--- src/source/ti_mem_params.svh ---
/*
  ti memory subsystem parameters
  bus widths, region depths, host tags and credit count
*/

`ifndef TI_MEM_PARAMS_SVH
`define TI_MEM_PARAMS_SVH

// ==============================
// cpu bus
// ==============================
`define TI_ADDR_W        23     // cpu word address
`define TI_DATA_W        16

// ==============================
// host loader port
// ==============================
`define TI_HOST_ADDR_W   32     // byte address, top byte is the tag
`define TI_HOST_CREDITS  4      // also the queue depth
`define TI_HOST_MEM_TAG  8'h00  // memory window
`define TI_HOST_CTRL_TAG 8'hFF  // cpu control register

// ==============================
// region depths, word address bits
// ==============================
`define TI_ROM_AW        12     // 8K bytes system rom
`define TI_PAD_AW        9      // 1K bytes scratchpad
`define TI_GEXT_AW       14     // 32K bytes grom extension
`define TI_RAMX_AW       14     // 32K bytes ram expansion

`endif
--- src/source/host_pkg.sv ---
/*
  host loader types
  byte wide requests and responses of the loader port
*/

`include "ti_mem_params.svh"

package host_pkg;

  typedef enum logic
  {
    OP_READ  = 1'b0,
    OP_WRITE = 1'b1
  } host_op_e;

  // one byte per request, top address byte picks the target
  typedef struct packed
  {
    logic                       valid;
    host_op_e                   op;
    logic [`TI_HOST_ADDR_W-1:0] addr;
    logic [7:0]                 data;
  } host_req_t;

  // writes answer with data zero
  typedef struct packed
  {
    logic       valid;
    logic [7:0] data;
  } host_rsp_t;

endpackage

--- src/source/memmap_pkg.sv ---
/*
  memory map types
  region codes and the 16-bit cpu bus request
*/

`include "ti_mem_params.svh"

package memmap_pkg;

  // ==============================
  // regions
  // ==============================
  typedef enum logic [2:0]
  {
    REG_NONE = 3'd0,  // unmapped, reads zero
    REG_ROM  = 3'd1,  // system rom, host fills it
    REG_PAD  = 3'd2,  // scratchpad
    REG_GEXT = 3'd3,  // cartridge grom extension
    REG_RAMX = 3'd4   // 32K ram expansion
  } region_e;

  // ==============================
  // cpu bus
  // ==============================
  // strobes active high here, the tms9900 side had them low
  typedef struct packed
  {
    logic                  valid;
    logic                  we;
    logic                  ub;     // upper lane, bits 15..8
    logic                  lb;     // lower lane, bits 7..0
    logic [`TI_ADDR_W-1:0] addr;   // word address
    logic [`TI_DATA_W-1:0] wdata;
  } cpu_req_t;

  // merged request into the array
  typedef struct packed
  {
    cpu_req_t req;
    logic     host;  // host loader access, may write rom
  } mem_req_t;

endpackage

--- src/source/host_bridge.sv ---
/*
  host bridge
  credit controlled in-order request queue for the host loader,
  byte to word conversion and the cpu control register
*/

`timescale 1ns/1ps
`include "ti_mem_params.svh"

module host_bridge
(
  input  logic                  clk,
  input  logic                  i_reset,
  input  host_pkg::host_req_t   i_host_req,
  input  logic                  i_cpu_busy,
  input  logic [`TI_DATA_W-1:0] i_host_rdata,
  output host_pkg::host_rsp_t   o_host_rsp,
  output logic                  o_host_credit,
  output memmap_pkg::mem_req_t  o_host_mem,
  output logic [7:0]            o_cpu_control
);
  import host_pkg::*;

  localparam int DEPTH = `TI_HOST_CREDITS;
  localparam int PW    = $clog2(DEPTH);

  // what answers in the cycle after a pop
  typedef enum logic [1:0]
  {
    PEND_IDLE = 2'd0,
    PEND_READ = 2'd1,  // byte from memory
    PEND_ZERO = 2'd2   // writes and non memory requests
  } pend_e;

  host_req_t     fifo_q [0:DEPTH-1];
  logic [PW-1:0] wr_ptr;
  logic [PW-1:0] rd_ptr;
  logic [PW:0]   count;
  host_req_t     head;
  logic          head_ok;
  logic          head_mem;
  logic          head_ctrl;
  logic          issue;
  logic          pop;
  pend_e         pend_q;
  logic          pend_lo_q;  // odd byte, lower lane

  // ==============================
  // queue
  // ==============================
  // no full check, host credits bound the fill
  always_ff @(posedge clk)
  begin
    if (i_host_req.valid)
    begin
      fifo_q[wr_ptr] <= i_host_req;
    end
  end

  assign head      = fifo_q[rd_ptr];
  assign head_ok   = (count != '0);
  assign head_mem  = (head.addr[`TI_HOST_ADDR_W-1:24] == `TI_HOST_MEM_TAG);
  assign head_ctrl = (head.addr[`TI_HOST_ADDR_W-1:24] == `TI_HOST_CTRL_TAG)
                  && (head.op == OP_WRITE);
  assign issue     = head_ok && head_mem && !i_cpu_busy;  // cpu always wins
  assign pop       = issue || (head_ok && !head_mem);     // others skip memory

  always_ff @(posedge clk)
  begin
    if (i_reset)
    begin
      wr_ptr        <= '0;
      rd_ptr        <= '0;
      count         <= '0;
      pend_q        <= PEND_IDLE;
      o_cpu_control <= 8'h00;
    end
    else
    begin
      if (i_host_req.valid)
      begin
        wr_ptr <= wr_ptr + 1'b1;
      end
      if (pop)
      begin
        rd_ptr <= rd_ptr + 1'b1;
      end
      count <= count + {{PW{1'b0}}, i_host_req.valid} - {{PW{1'b0}}, pop};
      if (pop && issue && (head.op == OP_READ))
      begin
        pend_q <= PEND_READ;
      end
      else if (pop)
      begin
        pend_q <= PEND_ZERO;
      end
      else
      begin
        pend_q <= PEND_IDLE;
      end
      if (pop && head_ctrl)
      begin
        o_cpu_control <= head.data;  // top byte ff
      end
    end
  end

  always_ff @(posedge clk)
  begin
    if (pop)
    begin
      pend_lo_q <= head.addr[0];
    end
  end

  // ==============================
  // memory side, byte to word
  // ==============================
  always_comb
  begin
    o_host_mem.req.valid = issue;
    o_host_mem.req.we    = (head.op == OP_WRITE);
    o_host_mem.req.ub    = !head.addr[0];  // even byte is the upper lane
    o_host_mem.req.lb    = head.addr[0];
    o_host_mem.req.addr  = head.addr[`TI_ADDR_W:1];
    o_host_mem.req.wdata = {head.data, head.data};  // both lanes, one enabled
    o_host_mem.host      = 1'b1;
  end

  // ==============================
  // response and credit return
  // ==============================
  always_comb
  begin
    o_host_rsp.valid = (pend_q != PEND_IDLE);
    o_host_rsp.data  = 8'h00;
    if (pend_q == PEND_READ)
    begin
      o_host_rsp.data = pend_lo_q ? i_host_rdata[7:0] : i_host_rdata[15:8];
    end
  end

  assign o_host_credit = (pend_q != PEND_IDLE);  // one credit per response

endmodule

--- config.mk ---
export PLATFORM = sky130hd
export DESIGN_NAME = host_bridge
export DESIGN_NICKNAME = d
export VERILOG_FILES = /design/src/source/host_pkg.sv /design/src/source/memmap_pkg.sv /design/src/source/host_bridge.sv
export VERILOG_INCLUDE_DIRS = /design/src /design/src/source
export SDC_FILE = /design/constraint.sdc
export NUM_CORES = 1
export LEC_CHECK = 0
export ABC_AREA = 1
export BUFFER_PORTS_ARGS = -buffer_cell sky130_fd_sc_hd__clkbuf_2
export CORE_MARGIN = 2
export CORE_UTILIZATION = 30
export DETAILED_ROUTE_END_ITERATION = 8
export GPL_TIMING_DRIVEN = 1
export PLACE_DENSITY = 0.49
export SLEW_MARGIN = 25
export SYNTH_ARGS = -nofsm -noshare
export SYNTH_HDL_FRONTEND = slang
export SYNTH_SLANG_ARGS = --single-unit
--- constraint.sdc ---
create_clock -name clk -period 3 [get_ports clk]
set_input_delay 0.6 -clock clk [delete_from_list [all_inputs] [get_ports clk]]
set_output_delay 0.6 -clock clk [all_outputs]
set_load 0.03 [all_outputs]
==> flow_summary.toml <==
[timing]
period_share_pct = 94.3
relSlewSlack_pct = 58.2
skew_ns = 0.0112
hold_viol = 0
grt_setup_unrepaired = "no"
fmax_ghz = 0.353
min_period_ns = 2.83
finalSetupTns_ns = 0
drv_slew = 0
worstMarginPinSlew_ns = 0.627
hold_slack_ns = 0.385
setup-violations-final = 0

[die]
initial_core_util_pct = 30.7
row_count = 56
die_area_um2 = 25400
die_w_um = 159
ioPinCount = 123
die_h_um = 159
core_um2 = 23600

[placed_design]
gp_congestion = 0.823
port_buffers = 121
dp_cells = 1001
dp_hpwl_um = 10500

[yosys]
yosys_warnings = 0
synth_edf_count = 165
yosys.area.top_type_share_pct = 68.4
syn_area_per_cell_um2 = 12.4
synth_area_um2 = 7250
synth-main-ff-cell = "edfxtp_1"
syn-num-nets = 654
yosys.cell_count.top_type = "edfxtp_1"
synth_area_leaders = "edfxtp_1 68%, dfxtp_1 5.2%, nor2_1 4.9%"
ys_top_cells_by_count = "165 x edfxtp_1, 95 x nor2_1, 92 x nand2_1"
yosysTopAreaCell = "edfxtp_1"
ys_seq_area_share_pct = 73.6
synthArstFlopShare_pct = 0
syn-instance-count = 586
ys_ff_latch = 184
synthDistinctLibCells = 27

[cells_and_area]
nets = 769
area_growth_pct = 20.2
final_cells = 1034
drive_gt1_share_pct = 24.9

[routing]
drtAntennaViolNets = 0
drt-initial-drc-count = 271
drc = 0
viasPerCell = 4.51
wl_per_cell_um = 15.7
drt_pass1_iterations = 6
num_vias = 4666
totalWireLength_um = 16300

[clock_network]
insertion_delay_ns = 0.43
cts_tree = "done"
cts_buffers = 17
cts_buffer_depth = 2
htreeDepth = 4
clkSinkCount = 184
clk_pin_slew_ns = 0.07
post_cts_buffers = 0
clock-root-buffer = "clkbuf_16"

[grt]
grt_overflow = 0
grt_pass1_wl_um = 25300
grt_pass1_vias = 4608
track_usage_pct = 13.0
grt_max_degree = 60
antenna_found_initial = 1

[min_path]
hp-class = "in -> reg"

[critical_path]
endpoint_kind = "output port"
worstPathRequired_ns = 2.40
path_class = "reg -> out"
crit_path_start_kind = "flip-flop"
crit_fanout = 59
cp.arrival_ns = 2.23

[pwr]
ir_worst_vdd_mv = 0.408
leakagePower_nw = 3.33
powerDensity_nw_per_um2 = 867

[flow_run]
drv_cap = 0

[run_status]
run_status = "complete, no violations"
-- layer usage --
metal	GRT usage, %	part of all wire (%)
met1	16.4	45
met2	21.1	47
met5	0	0
met4	3.68	0.78
met3	4.66	6.5
-- kinds of logic (layout without fill, tap and decap cells) --
logic type	count (synthesis)	in the layout	synth area share, %
XOR/XNOR	3	3	0.363
flip-flops	184	184	73.6
buffers and inverters	67	195	4.71
other	1	2	0.0518
AO/OA/AOI/OAI	112	112	8.36
adder cells (fa/ha/maj)	7	7	1.31
AND/OR/NAND/NOR	212	212	11.6
-- final timing paths --
path,start,endpoint,slack (ns),depth (start not counted)
setup / recovery,flip-flop,o_host_mem[9],0.17,5
hold reg to reg,o_cpu_control[0]$_SDFFE_PP0P_,o_cpu_control[0]$_SDFFE_PP0P_,0.51,4
hold / removal,i_host_req[9],fifo_q[0][9]$_DFFE_PP_,0.39,1
setup reg to reg,flip-flop,count[2]$_SDFF_PP0_,0.25,14
-- power breakdown --
| group | total (mW) | switching [mW] | internal (mW) | leakage, nW |
|---|---|---|---|---|
| clock | 2.06 | 0.975 | 1.08 | 0.257 |
| sequential | 3.03 | 0.0799 | 2.95 | 1.67 |
| combinational | 2.47 | 1.82 | 0.652 | 1.40 |
| total | 7.55 | 2.87 | 4.68 | 3.33 |
-- registers in the layout, summed over array words and instances, names as in the netlist, named ones only --
register / cells
fifo_q: 164
o_cpu_control: 8
count: 3
pend_q: 2
rd_ptr: 2
wr_ptr: 2
pend_lo_q: 1
-- final cells by class --
type	count	area [um^2]
fillers	2307	14900
flip-flops and latches	184	5340
multi-input cells	335	1580
diodes	1	2.50
repair buffers	135	734
inverters	28	108
clock inverters	14	116
clock buffers	18	429
well taps	319	399
-- critical path: stages, from the launching register on --
cell      delay (ns)
dfxtp_2         0.36
buf_4           0.28
buf_8           0.34
o21ai_0         0.16
o22ai_1         0.36
clkbuf_2        0.28
-- metrics by stage --
stage / cell area, um^2 / power (mW) / worst slack, ns / util, %
floorplan: 7250 / 4.91 / 0.460 / -
detailed placement: 8130 / 5.56 / 0.230 / 34.4
finish: 8710 / 7.55 / 0.170 / 36.9
global route: 8710 / 7.98 / 0.0258 / 36.9
global placement: 8130 / 5.52 / 0.351 / 34.4
CTS: 8690 / 7.64 / 0.00682 / 36.8
-- repair_timing --
action | 4_1_cts | 5_1_grt
resized for setup | 3 | 4
setup endpoints to repair | 20 | 17
hold buffers | 0 | 0
-- placed cells by master (no fill, tap or decap), types with 2 or more instances in the layout --
| cell type | instances |
|---|---|
| inv_2 | 5 |
| inv_8 | 2 |
| o22ai_1 | 30 |
| inv_1 | 22 |
| clkinv_1 | 3 |
| xor2_1 | 3 |
| nor2_2 | 2 |
| clkbuf_16 | 17 |
| ha_1 | 6 |
| edfxtp_1 | 165 |
| clkinvlp_4 | 3 |
| dfxtp_1 | 17 |
| nor2_1 | 95 |
| o21ai_1 | 2 |
| clkbuf_2 | 121 |
| buf_4 | 11 |
| inv_6 | 4 |
| nand3_1 | 19 |
| dfxtp_2 | 2 |
| nand2_1 | 92 |
| a21oi_1 | 12 |
| o21ai_0 | 65 |
No activity file was read; power rests on OpenSTA's default activity.
